## config.mk

```make
export PLATFORM = sky130hd
export DESIGN_NAME = ibuf_rd_top
export DESIGN_NICKNAME = d
export VERILOG_FILES = /design/src/ibuf_rd_pkg.sv /design/src/ibuf_rd_top.sv /design/src/ibuf_rd_commit.sv /design/src/ibuf_rd_tag_table.sv /design/src/ibuf_rd_cpl_writer.sv /design/src/ibuf_rd_cpl_filter.sv /design/src/ibuf_rd_req_gen.sv
export VERILOG_INCLUDE_DIRS = /design/src
export SDC_FILE = /design/constraint.sdc
export NUM_CORES = 1
export LEC_CHECK = 0
export ABC_CLOCK_PERIOD_IN_PS = 12710
export BUFFER_PORTS_ARGS = -buffer_cell sky130_fd_sc_hd__buf_2
export CORE_UTILIZATION = 59
export CTS_CLUSTER_DIAMETER = 80
export DETAILED_ROUTE_END_ITERATION = 8
export PLACE_DENSITY = 0.8
export SLEW_MARGIN = 20
export SYNTH_ARGS = -nofsm -noshare
export SYNTH_HDL_FRONTEND = slang
export SYNTH_SLANG_ARGS = --single-unit
```

## constraint.sdc

```tcl
create_clock -name clk -period 12.71 [get_ports clk]
set_input_delay 1.9065 -clock clk [delete_from_list [all_inputs] [get_ports clk]]
set_output_delay 1.9065 -clock clk [all_outputs]
set_load 0.03 [all_outputs]
```

## src/ibuf_rd_macros.svh

```systemverilog
/*
 * ibuf read engine constants
 * ring and tag widths, TLP codes and read request size limits
 */
`ifndef IBUF_RD_MACROS_SVH
`define IBUF_RD_MACROS_SVH

// ring and outstanding tags
`define IBUF_AW 9                      // 512 QW slots
`define OSRW 3                         // 8 tags in flight

// upper 5-OSRW bits of the TRN tag owned by this engine
`define RQ_TAG_BASE 2'b00

// completion header codes
`define CPL_W_DATA_FMT_TYPE 7'b1001010
`define CPL_STATUS_SC 3'b000

// max read request size code to QWs
`define MAX_RD_QW_0 16                 // 128 bytes
`define MAX_RD_QW_1 32                 // 256 bytes
`define MAX_RD_QW_2 64                 // 512 bytes
`define MAX_RD_QW_3 128                // 1 KB and above

`endif
```

## src/ibuf_rd_pkg.sv

```systemverilog
/*
 * ibuf read engine types
 * vector widths, stage-to-stage structs and FSM encodings
 */
`default_nettype none

`include "ibuf_rd_macros.svh"

package ibuf_rd_pkg;

    typedef logic [`IBUF_AW-1:0] ibuf_addr_t;  // ring slot
    typedef logic [`IBUF_AW:0]   ibuf_ptr_t;   // slot plus wrap bit
    typedef logic [`OSRW-1:0]    tag_t;
    typedef logic [`OSRW:0]      os_cnt_t;
    typedef logic [9:0]          qw_len_t;
    typedef logic [9:0]          dw_len_t;
    typedef logic [63:0]         host_addr_t;
    typedef logic [63:0]         qw_t;
    typedef logic [31:0]         xfer_len_t;

    // one receive beat, already active high
    typedef struct packed {
        qw_t  data;
        logic sof;
        logic eof;
        logic vld;
    } trn_beat_t;

    typedef struct packed {
        tag_t    tag;
        dw_len_t len;
    } cpl_hdr_t;

    typedef struct packed {
        tag_t      tag;
        ibuf_ptr_t base;   // first ring slot of the request
        qw_len_t   qws;
    } new_req_t;

    typedef enum logic [2:0] {
        REQ_IDLE, REQ_NEXT, REQ_SIZE, REQ_CHK, REQ_RD, REQ_DRAIN
    } req_state_t;

    typedef enum logic {WR_IDLE, WR_DATA} wr_state_t;

endpackage

`default_nettype wire

```

## src/ibuf_rd_top.sv

```systemverilog
/*
 * ibuf read engine top
 * host-to-card DMA reads into the receive ring
 */
`timescale 1ns/1ps
`default_nettype none

module ibuf_rd_top (
    input  wire logic                    clk,
    input  wire logic                    rst,
    // descriptor
    input  wire logic                    lbuf_en,
    input  wire ibuf_rd_pkg::host_addr_t lbuf_addr,
    input  wire ibuf_rd_pkg::xfer_len_t  lbuf_len,
    output logic                         lbuf_dn,
    // memory read requests
    output logic                         rd,
    output ibuf_rd_pkg::host_addr_t      hst_addr,
    output ibuf_rd_pkg::qw_len_t         rd_qw,
    input  wire logic                    rd_ack,
    input  wire ibuf_rd_pkg::tag_t       rd_tag,
    // TRN receive
    input  wire ibuf_rd_pkg::qw_t        trn_rd,
    input  wire logic                    trn_rsof_n,
    input  wire logic                    trn_reof_n,
    input  wire logic                    trn_rsrc_rdy_n,
    input  wire logic [2:0]              cfg_max_rd_req_size,
    // ring
    output ibuf_rd_pkg::ibuf_ptr_t       committed_prod,
    input  wire ibuf_rd_pkg::ibuf_ptr_t  committed_cons,
    output logic                         wr_en,
    output ibuf_rd_pkg::ibuf_addr_t      wr_addr,
    output ibuf_rd_pkg::qw_t             wr_data
);

    ibuf_rd_pkg::trn_beat_t beat;
    ibuf_rd_pkg::new_req_t  new_req;
    ibuf_rd_pkg::cpl_hdr_t  cpl_hdr;
    ibuf_rd_pkg::tag_t      wr_tag;
    ibuf_rd_pkg::tag_t      ret_tag;
    ibuf_rd_pkg::qw_len_t   wr_qws;
    ibuf_rd_pkg::ibuf_ptr_t wr_base;
    ibuf_rd_pkg::ibuf_ptr_t ret_end;
    ibuf_rd_pkg::os_cnt_t   retired_cnt;
    logic                   new_req_vld;
    logic                   cpl_acc;
    logic                   wr_done;
    logic                   retire;
    logic                   ret_entry_done;

    // TRN input register, flipped to active high
    always_ff @(posedge clk) begin
        beat.data <= trn_rd;
        beat.sof  <= ~trn_rsof_n;
        beat.eof  <= ~trn_reof_n;
        if (rst) beat.vld <= 1'b0;
        else beat.vld <= ~trn_rsrc_rdy_n;
    end

    ibuf_rd_req_gen u_req_gen (
        .clk, .rst, .lbuf_en, .lbuf_addr, .lbuf_len, .cfg_max_rd_req_size,
        .committed_cons, .rd_ack, .rd_tag, .retired_cnt,
        .lbuf_dn, .rd, .hst_addr, .rd_qw, .new_req, .new_req_vld
    );

    ibuf_rd_cpl_filter u_cpl_filter (
        .clk, .rst, .beat, .cpl_hdr, .cpl_acc
    );

    ibuf_rd_cpl_writer u_cpl_writer (
        .clk, .rst, .beat, .cpl_hdr, .cpl_acc, .wr_base,
        .wr_en, .wr_addr, .wr_data, .wr_tag, .wr_qws, .wr_done
    );

    ibuf_rd_tag_table u_tag_table (
        .clk, .rst, .new_req, .new_req_vld, .wr_tag, .wr_qws, .wr_done,
        .ret_tag, .retire, .wr_base, .ret_entry_done, .ret_end
    );

    ibuf_rd_commit u_commit (
        .clk, .rst, .ret_entry_done, .ret_end,
        .ret_tag, .retire, .retired_cnt, .committed_prod
    );

endmodule

`default_nettype wire

```

## src/ibuf_rd_commit.sv

```systemverilog
/*
 * producer commit
 * retires tags in issue order and publishes the committed producer pointer
 */
`timescale 1ns/1ps
`default_nettype none

module ibuf_rd_commit (
    input  wire logic                   clk,
    input  wire logic                   rst,
    input  wire logic                   ret_entry_done,
    input  wire ibuf_rd_pkg::ibuf_ptr_t ret_end,
    output ibuf_rd_pkg::tag_t           ret_tag,
    output logic                        retire,
    output ibuf_rd_pkg::os_cnt_t        retired_cnt,
    output ibuf_rd_pkg::ibuf_ptr_t      committed_prod
);

    // tags are handed out in ascending order mod 8, so the oldest
    // outstanding request is always the one at ret_tag
    always_ff @(posedge clk) begin
        if (rst) begin
            ret_tag        <= '0;
            retire         <= 1'b0;
            retired_cnt    <= '0;
            committed_prod <= '0;
        end else begin
            retire <= 1'b0;
            if (retire) begin
                ret_tag     <= ret_tag + 1'b1;      // move to next oldest
                retired_cnt <= retired_cnt + 1'b1;
            end else if (ret_entry_done) begin
                committed_prod <= ret_end;
                retire         <= 1'b1;
            end
        end
    end

endmodule

`default_nettype wire

```

## src/ibuf_rd_tag_table.sv

```systemverilog
/*
 * per-tag bookkeeping
 * next ring write pointer, requested and received QWs of each tag
 */
`timescale 1ns/1ps
`default_nettype none

`include "ibuf_rd_macros.svh"

module ibuf_rd_tag_table (
    input  wire logic                   clk,
    input  wire logic                   rst,
    input  wire ibuf_rd_pkg::new_req_t  new_req,
    input  wire logic                   new_req_vld,
    input  wire ibuf_rd_pkg::tag_t      wr_tag,
    input  wire ibuf_rd_pkg::qw_len_t   wr_qws,
    input  wire logic                   wr_done,
    input  wire ibuf_rd_pkg::tag_t      ret_tag,
    input  wire logic                   retire,
    output ibuf_rd_pkg::ibuf_ptr_t      wr_base,
    output logic                        ret_entry_done,
    output ibuf_rd_pkg::ibuf_ptr_t      ret_end
);

    localparam int NTAG = 1 << `OSRW;

    ibuf_rd_pkg::ibuf_ptr_t wptr    [NTAG];  // advances with each completion
    ibuf_rd_pkg::qw_len_t   req_len [NTAG];
    ibuf_rd_pkg::qw_len_t   rcv_len [NTAG];
    logic [NTAG-1:0]        busy;

    always_ff @(posedge clk) begin
        if (rst) begin
            busy <= '0;
        end else begin
            if (retire) busy[ret_tag] <= 1'b0;
            if (new_req_vld) busy[new_req.tag] <= 1'b1;
        end
    end

    always_ff @(posedge clk) begin
        if (wr_done) begin
            wptr[wr_tag]    <= wptr[wr_tag] + ibuf_rd_pkg::ibuf_ptr_t'(wr_qws);
            rcv_len[wr_tag] <= rcv_len[wr_tag] + wr_qws;
        end
        if (retire) rcv_len[ret_tag] <= '0;
        // a fresh request takes over its entry
        if (new_req_vld) begin
            wptr[new_req.tag]    <= new_req.base;
            req_len[new_req.tag] <= new_req.qws;
            rcv_len[new_req.tag] <= '0;
        end
    end

    assign wr_base = wptr[wr_tag];
    assign ret_end = wptr[ret_tag];  // end of data once complete

    assign ret_entry_done = busy[ret_tag] && (rcv_len[ret_tag] == req_len[ret_tag]);

endmodule

`default_nettype wire

```

## src/ibuf_rd_cpl_writer.sv

```systemverilog
/*
 * completion payload writer
 * realigns DWs across beats, byte swaps them and writes QWs to the ring
 */
`timescale 1ns/1ps
`default_nettype none

`include "ibuf_rd_macros.svh"

module ibuf_rd_cpl_writer (
    input  wire logic                   clk,
    input  wire logic                   rst,
    input  wire ibuf_rd_pkg::trn_beat_t beat,
    input  wire ibuf_rd_pkg::cpl_hdr_t  cpl_hdr,
    input  wire logic                   cpl_acc,
    input  wire ibuf_rd_pkg::ibuf_ptr_t wr_base,
    output logic                        wr_en,
    output ibuf_rd_pkg::ibuf_addr_t     wr_addr,
    output ibuf_rd_pkg::qw_t            wr_data,
    output ibuf_rd_pkg::tag_t           wr_tag,
    output ibuf_rd_pkg::qw_len_t        wr_qws,
    output logic                        wr_done
);

    ibuf_rd_pkg::trn_beat_t  beat_q;     // lines up with cpl_acc
    ibuf_rd_pkg::wr_state_t  state;
    ibuf_rd_pkg::tag_t       tag_r;
    ibuf_rd_pkg::ibuf_addr_t addr_r;
    ibuf_rd_pkg::qw_len_t    cnt;
    ibuf_rd_pkg::qw_len_t    exp_qws;
    logic [31:0]             carry;      // swapped DW waiting for its partner
    logic                    fits;

    function automatic logic [31:0] dw_swap(input logic [31:0] d);
        return {d[7:0], d[15:8], d[23:16], d[31:24]};
    endfunction

    // new tag looks up its base in the accept cycle
    assign wr_tag = cpl_acc ? cpl_hdr.tag : tag_r;
    assign fits   = cnt < exp_qws;

    always_ff @(posedge clk) begin
        beat_q <= beat;
        if (rst) beat_q.vld <= 1'b0;
    end

    //////////////////////////////////////////////////////////////////////
    // payload FSM
    //////////////////////////////////////////////////////////////////////
    always_ff @(posedge clk) begin
        if (rst) begin
            state   <= ibuf_rd_pkg::WR_IDLE;
            wr_en   <= 1'b0;
            wr_done <= 1'b0;
        end else begin
            wr_en   <= 1'b0;
            wr_done <= 1'b0;
            case (state)
                ibuf_rd_pkg::WR_IDLE: begin
                    if (cpl_acc) begin
                        tag_r   <= cpl_hdr.tag;
                        exp_qws <= {1'b0, cpl_hdr.len[9:1]};
                        addr_r  <= wr_base[`IBUF_AW-1:0];
                        carry   <= dw_swap(beat_q.data[31:0]);  // first payload DW
                        cnt     <= '0;
                        state   <= ibuf_rd_pkg::WR_DATA;
                    end
                end
                ibuf_rd_pkg::WR_DATA: begin
                    if (beat_q.vld) begin
                        if (fits) begin  // never past the header length
                            wr_en   <= 1'b1;
                            wr_addr <= addr_r;
                            wr_data <= {carry, dw_swap(beat_q.data[63:32])};
                            addr_r  <= addr_r + 1'b1;
                            cnt     <= cnt + 1'b1;
                        end
                        carry <= dw_swap(beat_q.data[31:0]);
                        if (beat_q.eof) begin
                            wr_done <= 1'b1;
                            wr_qws  <= fits ? cnt + 1'b1 : cnt;
                            state   <= ibuf_rd_pkg::WR_IDLE;
                        end
                    end
                end
                default: state <= ibuf_rd_pkg::WR_IDLE;
            endcase
        end
    end

endmodule

`default_nettype wire

```

## src/ibuf_rd_cpl_filter.sv

```systemverilog
/*
 * completion filter
 * accepts successful completions with data that carry our tag base
 */
`timescale 1ns/1ps
`default_nettype none

`include "ibuf_rd_macros.svh"

module ibuf_rd_cpl_filter (
    input  wire logic                   clk,
    input  wire logic                   rst,
    input  wire ibuf_rd_pkg::trn_beat_t beat,
    output ibuf_rd_pkg::cpl_hdr_t       cpl_hdr,
    output logic                        cpl_acc
);

    logic                 hdr2;       // first header beat passed
    ibuf_rd_pkg::dw_len_t len_r;

    always_ff @(posedge clk) begin
        if (rst) begin
            hdr2    <= 1'b0;
            cpl_acc <= 1'b0;
        end else begin
            cpl_acc <= 1'b0;
            if (!hdr2) begin
                len_r <= beat.data[41:32];
                // fmt/type in DW0, status in DW1
                if (beat.vld && beat.sof &&
                    beat.data[62:56] == `CPL_W_DATA_FMT_TYPE &&
                    beat.data[15:13] == `CPL_STATUS_SC) begin
                    hdr2 <= 1'b1;
                end
            end else if (beat.vld) begin
                hdr2 <= 1'b0;
                if (beat.data[44:40+`OSRW] == `RQ_TAG_BASE) begin
                    cpl_hdr.tag <= beat.data[40 +: `OSRW];
                    cpl_hdr.len <= len_r;
                    cpl_acc     <= 1'b1;
                end
            end
        end
    end

endmodule

`default_nettype wire

```

## src/ibuf_rd_req_gen.sv

```systemverilog
/*
 * read request generator
 * splits a descriptor into memory reads bounded by max read size,
 * free ring space and the outstanding tag limit
 */
`timescale 1ns/1ps
`default_nettype none

`include "ibuf_rd_macros.svh"

module ibuf_rd_req_gen (
    input  wire logic                   clk,
    input  wire logic                   rst,
    input  wire logic                   lbuf_en,
    input  wire ibuf_rd_pkg::host_addr_t lbuf_addr,
    input  wire ibuf_rd_pkg::xfer_len_t lbuf_len,
    input  wire logic [2:0]             cfg_max_rd_req_size,
    input  wire ibuf_rd_pkg::ibuf_ptr_t committed_cons,
    input  wire logic                   rd_ack,
    input  wire ibuf_rd_pkg::tag_t      rd_tag,
    input  wire ibuf_rd_pkg::os_cnt_t   retired_cnt,
    output logic                        lbuf_dn,
    output logic                        rd,
    output ibuf_rd_pkg::host_addr_t     hst_addr,
    output ibuf_rd_pkg::qw_len_t        rd_qw,
    output ibuf_rd_pkg::new_req_t       new_req,
    output logic                        new_req_vld
);

    localparam int NEED_W = `IBUF_AW + 2;
    localparam logic [NEED_W-1:0] RING_QWS = 1 << `IBUF_AW;
    localparam ibuf_rd_pkg::os_cnt_t OS_MAX = 1 << `OSRW;

    ibuf_rd_pkg::req_state_t state;
    ibuf_rd_pkg::xfer_len_t  qw_left;
    ibuf_rd_pkg::qw_len_t    mx_qw;
    ibuf_rd_pkg::qw_len_t    req_qw;
    ibuf_rd_pkg::ibuf_ptr_t  iprod;          // issue pointer into the ring
    ibuf_rd_pkg::ibuf_ptr_t  used;
    ibuf_rd_pkg::os_cnt_t    issued_cnt;
    ibuf_rd_pkg::os_cnt_t    os_req;
    logic [NEED_W-1:0]       need;

    assign used   = iprod - committed_cons;
    assign need   = NEED_W'(used) + NEED_W'(req_qw);
    assign os_req = issued_cnt - retired_cnt;

    always_ff @(posedge clk) begin
        case (cfg_max_rd_req_size)
            3'd0:    mx_qw <= `MAX_RD_QW_0;
            3'd1:    mx_qw <= `MAX_RD_QW_1;
            3'd2:    mx_qw <= `MAX_RD_QW_2;
            default: mx_qw <= `MAX_RD_QW_3;
        endcase
    end

    //////////////////////////////////////////////////////////////////////
    // request FSM
    //////////////////////////////////////////////////////////////////////
    always_ff @(posedge clk) begin
        if (rst) begin
            state       <= ibuf_rd_pkg::REQ_IDLE;
            rd          <= 1'b0;
            lbuf_dn     <= 1'b0;
            new_req_vld <= 1'b0;
            iprod       <= '0;
            issued_cnt  <= '0;
        end else begin
            lbuf_dn     <= 1'b0;
            new_req_vld <= 1'b0;
            case (state)
                ibuf_rd_pkg::REQ_IDLE: begin
                    hst_addr <= lbuf_addr;
                    qw_left  <= lbuf_len;
                    if (lbuf_en) state <= ibuf_rd_pkg::REQ_NEXT;
                end
                ibuf_rd_pkg::REQ_NEXT: begin
                    if (qw_left == '0) begin
                        lbuf_dn <= 1'b1;
                        state   <= ibuf_rd_pkg::REQ_DRAIN;
                    end else begin
                        state <= ibuf_rd_pkg::REQ_SIZE;
                    end
                end
                ibuf_rd_pkg::REQ_SIZE: begin
                    if (qw_left > ibuf_rd_pkg::xfer_len_t'(mx_qw)) req_qw <= mx_qw;
                    else req_qw <= qw_left[9:0];
                    state <= ibuf_rd_pkg::REQ_CHK;
                end
                ibuf_rd_pkg::REQ_CHK: begin
                    // wait for ring room and a free tag slot
                    if (need <= RING_QWS && os_req < OS_MAX) begin
                        rd    <= 1'b1;
                        rd_qw <= req_qw;
                        state <= ibuf_rd_pkg::REQ_RD;
                    end
                end
                ibuf_rd_pkg::REQ_RD: begin
                    if (rd_ack) begin
                        rd           <= 1'b0;
                        new_req.tag  <= rd_tag;
                        new_req.base <= iprod;
                        new_req.qws  <= rd_qw;
                        new_req_vld  <= 1'b1;
                        iprod        <= iprod + ibuf_rd_pkg::ibuf_ptr_t'(rd_qw);
                        hst_addr     <= hst_addr + ibuf_rd_pkg::host_addr_t'({rd_qw, 3'b000});
                        qw_left      <= qw_left - ibuf_rd_pkg::xfer_len_t'(rd_qw);
                        issued_cnt   <= issued_cnt + 1'b1;
                        state        <= ibuf_rd_pkg::REQ_NEXT;
                    end
                end
                ibuf_rd_pkg::REQ_DRAIN: begin
                    if (!lbuf_en) state <= ibuf_rd_pkg::REQ_IDLE;  // descriptor released
                end
                default: state <= ibuf_rd_pkg::REQ_IDLE;
            endcase
        end
    end

endmodule

`default_nettype wire

```

==> flow_summary_export.csv, run 1 <==
group,metric,value,unit
global_routing,grt_max_degree,95,
timing,grt_setup_unrepaired,"false",
min_path,whs_path_depth,0,
die,initial_utilization,60.30,%
routing,wirelength,84790,um
logic_synthesis,syn-cell-area,31940,um^2
min_path,holdCritStartpoint,"beat[28]$_DFF_P_",
global_routing,antenna_found_initial,11,
pwr,swShare,23.41,%
global_routing,grt_pass1_wl,129600,um
timing,fin_hold_ws,320.5,ps
logic_synthesis,yosys_warnings,0,
global_routing,grt_pass1_vias,23220,
setup_path,cp-start-kind,"flip-flop",
pwr,p_clk_share,42.8,%
pwr,power_frac_comb,7.0,%
final_layout,instances_no_fill,3853,
clock_tree,cts_buffer_depth,3,
logic_synthesis,synth_cell_types,76,
timing,slew-limit-headroom,20.80,%
logic_synthesis,ys_seq_area_share,60.79,%
placement,dp.cells,3706,
clock_tree,clock_latency,640,ps
timing,setup_viol,0,
timing,fin_tns_setup,0,ps
clock_tree,cts_tree,"done",
setup_path,rr_worst_depth,15,
die,ios,343,
timing,timing.fmax,170.2,MHz
die,dieArea,55070,um^2
setup_path,r2r-start,"u_cpl_filter.cpl_acc$_SDFF_PP0_",
min_path,holdPathEnd,"u_cpl_writer.beat_q[28]$_DFF_P_",
die,dieHeight,234.7,um
global_routing,overflow,0,
logic_synthesis,yosysTopAreaCell,"edfxtp_1",
final_layout,drive_above_1_share,18.59,%
die,std_cell_rows,84,
routing,vias_per_cell,6.080,
timing,worst_slack,6834,ps
setup_path,rr_endpoint,"u_tag_table.wptr[7][9]$_DFFE_PP_",
timing,tightest_slew,1180,ps
pwr,pwr-share-seq,50.2,%
logic_synthesis,ys.flop_type,"edfxtp_1",
routing,ant_nets,0,
setup_path,crit_start,"u_cpl_filter.cpl_acc$_SDFF_PP0_",
clock_tree,cts_hold_buf,0,
routing,drt_first_pass_iters,6,
routing,post_drt_wl_per_cell,22.00,um
setup_path,cp_data_arrival_time,6230,ps
clock_tree,root_buffer,"clkbuf_16",
pwr,ir_drop,0.1290,mV
timing,clock_skew,32.63,ps
logic_synthesis,ys_async_sr_fraction,0,%
routing,drt_iter0_drc,2577,
die,core,52970,um^2
timing,finalCritPeriodShare,46.23,%
routing,num_vias,23430,
clock_tree,cts_setup_buffers,0,
pwr,p_per_area,143.0,nW/um^2
pwr,p_leak,14.06,nW
min_path,hold_path_class,"reg -> reg",
setup_path,path_max_fanout,42,
global_routing,grt_use_total,30.50,%
clock_tree,cts_sinks,737,
setup_path,rrSetupSlack,6830,ps
logic_synthesis,yosys.area.top_type_share,43.81,%
logic_synthesis,syn_inst,2778,
pwr,internal_power,4.048,mW
timing,fin_crit,5876,ps
routing,drc,0,
status,outcome,"completed",
clock_tree,h-tree-depth,3,
placement,routabilityCongestion,0.9665,
placement,dp_slack,6646,ps
clock_tree,clk_pin_slew,60,ps
clock_tree,numCtsBuffers,76,
placement,dpl.hpwl,57200,um
logic_synthesis,synth_enable_flop_cells,466,
final_layout,nets,3371,
placement,port_buffers,342,
die,die_w,234.7,um
timing,finalHoldViolations,0,
setup_path,cp.required,13060,ps
clock_tree,cts.repair.resized,0,
final_layout,area_growth,15.71,%
run,cap_violations,0,
pwr,p_sw,1.238,mW
timing,final_max_slew_viol_count,0,
logic_synthesis,ys_seq_elements,737,
setup_path,critPathCaptureType,"flip-flop",
setup_path,critPathKind,"reg -> reg",
final_layout,fin_util,69.78,%
logic_synthesis,synth.avg_cell_area,11.50,um^2
logic_synthesis,yosys-top-cells-area,"edfxtp_1 44%, dfxtp_1 17%, nand2_1 4.6%",
-- kinds of logic after synthesis --
kind of cell,Yosys count,share of synthesized area (%)
multiplexers,94,4.716
flip-flops,737,60.79
adder cells (fa/ha/maj),92,3.768
AO/OA/AOI/OAI,539,9.715
buffers and inverters,202,2.515
AND/OR/NAND/NOR,908,12.86
XOR/XNOR,205,5.621
other,1,0.01174
-- power by group through the flow --
stage                     clock [mW]  combinational [mW]  sequential [mW]
after floorplan                    0               0.213             2.73
after global placement             0               0.350             2.70
after detailed placement           0               0.361             2.70
after CTS                       2.29               0.365             2.65
after global routing            2.37               0.405             2.66
final                           2.26               0.372             2.65
-- flip-flops by register name, indices dropped and copies added (netlist names), 23 cells and up, named ones only --
register	count
u_req_gen.new_req	23
u_req_gen.hst_addr	64
u_tag_table.rcv_len	80
beat	67
u_tag_table.req_len	80
u_cpl_writer.beat_q	66
u_cpl_writer.carry	32
u_req_gen.qw_left	32
u_tag_table.wptr	80
u_cpl_writer.wr_data	64
-- critical path, stage by stage, from the launching register on --
cell and delay, ps:
dfxtp_1 590, mux2i_4 290, buf_4 510, clkinv_1 710, nor2_1 700, a22o_1 220
a21oi_1 100, inv_1 150, ha_1 230, a21o_1 180, a21oi_1 230, a21oi_1 140
o41ai_1 550, o21ai_0 300, xnor2_1 530, o21ai_0 170
-- cells in the final DEF, fill, tap and decap left out, types with 30 or more instances in the layout --
cell type,n
xor2_1,110
dfxtp_1,271
inv_1,69
buf_2,342
xnor2_1,95
mux4_2,43
a21oi_1,162
nor2_1,216
clkbuf_16,81
nand4_1,30
ha_1,85
nand2_1,391
nand3_1,74
edfxtp_1,466
o21ai_0,210
a211oi_1,35
-- final cells by class --
class                   count  area (um^2)
clock buffers             106         2231
flip-flops and latches    737        19420
inverters                  72        270.3
fillers                  3734        16010
multi-input cells        1840        11880
well taps                 688        860.8
clock inverters            34        367.9
repair buffers            369         1914
diodes                      7        17.52
-- cells in the mapped netlist (35+ instances only) --
cell type  count
a211oi_1      35
a21oi_1      162
clkbuf_1      85
dfxtp_1      271
edfxtp_1     466
ha_1          85
inv_1         69
mux4_2        43
nand2_1      392
nand3_1       74
nor2_1       223
o21ai_0      220
xnor2_1       95
xor2_1       110
-- routing by layer --
metal | vias up | global-route usage [%] | share of wire [%]
li1 | 10640 | - | -
met1 | 11190 | 38.18 | 38
met2 | 1296 | 49.48 | 47
met3 | 298 | 7.448 | 9.9
met4 | 12 | 15.61 | 4.9
met5 | - | 0 | 0.10
-- per-stage QoR --
stage               instance area [um^2]  power (mW)
floorplan                          31950       2.943
global placement                   34300       3.046
detailed placement                 34320       3.062
CTS                                36910       5.305
global route                       36960       5.435
finish                             36960       5.286
-- how the worst max path moves through the flow --
stage / end
final: u_tag_table.wptr[7][9]$_DFFE_PP_
after global routing: u_tag_table.wptr[4][9]$_DFFE_PP_
after CTS: u_tag_table.wptr[6][8]$_DFFE_PP_
after detailed placement: u_req_gen.rd_qw[4]$_DFFE_PP_
after global placement: u_req_gen.rd_qw[4]$_DFFE_PP_
after floorplan: u_req_gen.hst_addr[10]$_DFFE_PP_
Power figures use the tool's default switching activity.
==> run 2: changes to the inputs <==
--- a/config.mk
+++ b/config.mk
@@ -6,12 +6,12 @@
 export SDC_FILE = /design/constraint.sdc
 export NUM_CORES = 1
 export LEC_CHECK = 0
-export ABC_CLOCK_PERIOD_IN_PS = 12710
+export ABC_CLOCK_PERIOD_IN_PS = 4800
 export BUFFER_PORTS_ARGS = -buffer_cell sky130_fd_sc_hd__buf_2
-export CORE_UTILIZATION = 59
+export CORE_UTILIZATION = 53
 export CTS_CLUSTER_DIAMETER = 80
 export DETAILED_ROUTE_END_ITERATION = 8
-export PLACE_DENSITY = 0.8
+export PLACE_DENSITY = 0.76
 export SLEW_MARGIN = 20
 export SYNTH_ARGS = -nofsm -noshare
 export SYNTH_HDL_FRONTEND = slang
==> constraint.sdc (replaced) <==
create_clock -name clk -period 4.8 [get_ports clk]
set_input_delay 0.72 -clock clk [delete_from_list [all_inputs] [get_ports clk]]
set_output_delay 0.72 -clock clk [all_outputs]
set_load 0.03 [all_outputs]
==> flow_summary_export.csv, run 2 (same netlist as run 1, synthesis figures left out) <==
group,metric,value,unit
placement,port_buffers,342,
routing,vias_per_cell,5.898,
timing,final_max_slew_viol_count,0,
setup_path,rrSetupSlack,360,ps
pwr,ir_drop,0.3653,mV
final_layout,fin_util,63.24,%
setup_path,rr_worst_depth,17,
timing,fin_hold_ws,179.2,ps
placement,dpl.hpwl,61570,um
setup_path,cp_slowest_cell,"dfxtp_1",
min_path,hold_path_class,"in -> reg",
die,dieArea,61250,um^2
timing,slew-limit-headroom,21.66,%
timing,grt_setup_unrepaired,"false",
pwr,internal_power,10.68,mW
clock_tree,h-tree-depth,3,
routing,ant_nets,0,
pwr,pwr-share-seq,50.1,%
final_layout,final_area,37460,um^2
final_layout,seqCellArea,19420,um^2
global_routing,grt_use_total,28.73,%
die,die_w,247.5,um
die,std_cell_rows,89,
timing,timing.fmax,225.2,MHz
setup_path,critPathCaptureType,"flip-flop",
timing,fin_tns_setup,0,ps
global_routing,overflow,0,
final_layout,num-fill-cells,4523,
routing,wirelength,88520,um
clock_tree,root_buffer,"clkbuf_16",
pwr,finalPower,14.02,mW
clock_tree,clock_latency,630,ps
timing,setup_viol,0,
min_path,whs_path_depth,1,
pwr,p_per_area,374.2,nW/um^2
final_layout,area_growth,17.29,%
routing,post_drt_wl_per_cell,22.21,um
global_routing,antenna_found_initial,6,
die,core,59240,um^2
clock_tree,cts_buffer_depth,3,
final_layout,biggestRegsByFlops,"u_tag_table.rcv_len x80, u_tag_table.req_len x80, u_tag_table.wptr x80",
setup_path,cp_data_arrival_time,4990,ps
clock_tree,numCtsBuffers,75,
routing,drc,0,
die,dieHeight,247.5,um
global_routing,grt_max_degree,94,
final_layout,nets,3420,
status,outcome,"completed",
pwr,swShare,23.83,%
pwr,p_sw,3.340,mW
final_layout,layout_common_cells,"466 x edfxtp_1, 391 x nand2_1, 342 x buf_2",
routing,num_vias,23510,
global_routing,grt_pass1_vias,22850,
final_layout,drive_above_1_share,19.95,%
timing,finalHoldViolations,0,
timing,clock_skew,19.52,ps
setup_path,cp-start-kind,"flip-flop",
setup_path,path_cells,"mux2i_4 -> buf_4 -> buf_4 -> nand2_1 -> nand3_1 -> o21ai_0 -> a221oi_1 -> ha_1 -> a21o_1 -> a21oi_1 -> a21oi_1 -> o41ai_2 -> o21ai_0 -> xnor2_1 -> buf_4 -> nand2_1 -> a21oi_1",
placement,routabilityCongestion,0.9887,
clock_tree,clk_pin_slew,70,ps
clock_tree,cts_sinks,737,
pwr,power_frac_comb,7.4,%
global_routing,grt_pass1_wl,133400,um
final_layout,final_common_cell,"edfxtp_1",
setup_path,cpPeakStageDelay,550,ps
setup_path,path_max_fanout,27,
pwr,p_clk_share,42.5,%
setup_path,critPathKind,"reg -> reg",
pwr,p_leak,14.32,nW
routing,drt_first_pass_iters,8,
final_layout,multi_input_area,11870,um^2
clock_tree,cts_hold_buf,0,
routing,drt_iter0_drc,2341,
die,initial_utilization,53.92,%
die,ios,343,
clock_tree,cts_tree,"done",
run,cap_violations,0,
setup_path,cp.required,5350,ps
placement,place_area,34810,um^2
timing,finalCritPeriodShare,92.52,%
timing,tightest_slew,1171,ps
timing,fin_crit,4441,ps
run 2: routing by layer:
layer	vias up	GRT usage [%]	wire (um)
met2	1216	46.07	42260
met5	-	0	24
met1	11350	38.44	34800
li1	10740	-	-
met3	194	5.936	8652
met4	4	11.01	2783
run 2: per-stage QoR:
stage,cells,worst slack (ps)
2_1_floorplan,2779,362.7
3_3_place_gp,3839,451.2
3_5_place_dp,3839,353.7
4_1_cts,3979,329.6
5_1_grt,3984,59.04
6_report,3985,358.9
run 2: repair_timing:
item,CTS,global route
setup endpoints to repair,0,15
setup buffers,0,0
gates resized for setup,0,2
run 2: power by group through the flow:
| stage | Combinational [mW] | Sequential, mW | Clock (mW) |
|---|---|---|---|
| detailed placement | 1.01 | 7.15 | 0 |
| global placement | 0.981 | 7.14 | 0 |
| floorplan | 0.567 | 7.21 | 0 |
| global route | 1.13 | 7.03 | 6.30 |
| CTS | 1.02 | 7.02 | 6.04 |
| finish | 1.04 | 7.02 | 5.96 |
run 2: critical path, delay by kind of cell, from the launching register on:
kind	cells	cell delay (ps)
AOI/OAI and AO/OA	8	1860
xor gates and xnor gates	1	160
adders and majority gates	1	330
buffers and inverters	3	900
DFF	1	550
muxes	1	300
and+or+nand+nor	3	240
run 2: worst paths after layout:
| path | startpoint | to |
|---|---|---|
| setup / recovery | u_cpl_filter.cpl_acc$_SDFF_PP0_ | u_tag_table.rcv_len[0][9]$_SDFFE_PP0P_ |
| hold / removal | trn_rd[63] | beat[66]$_DFF_P_ |
| setup reg to reg | u_cpl_filter.cpl_acc$_SDFF_PP0_ | u_tag_table.rcv_len[0][9]$_SDFFE_PP0P_ |
| hold reg to reg | beat[26]$_DFF_P_ | u_cpl_writer.beat_q[26]$_DFF_P_ |
run 2: area by class of cell:
class	count	area share [%]
Clock buffer	101	5.855
Multi-Input combinational cell	1840	31.68
Inverter	72	0.7214
Timing Repair Buffer	419	6.265
Antenna cell	4	0.02672
Sequential cell	737	51.83
Clock inverter	39	1.032
Tap cell	773	2.582
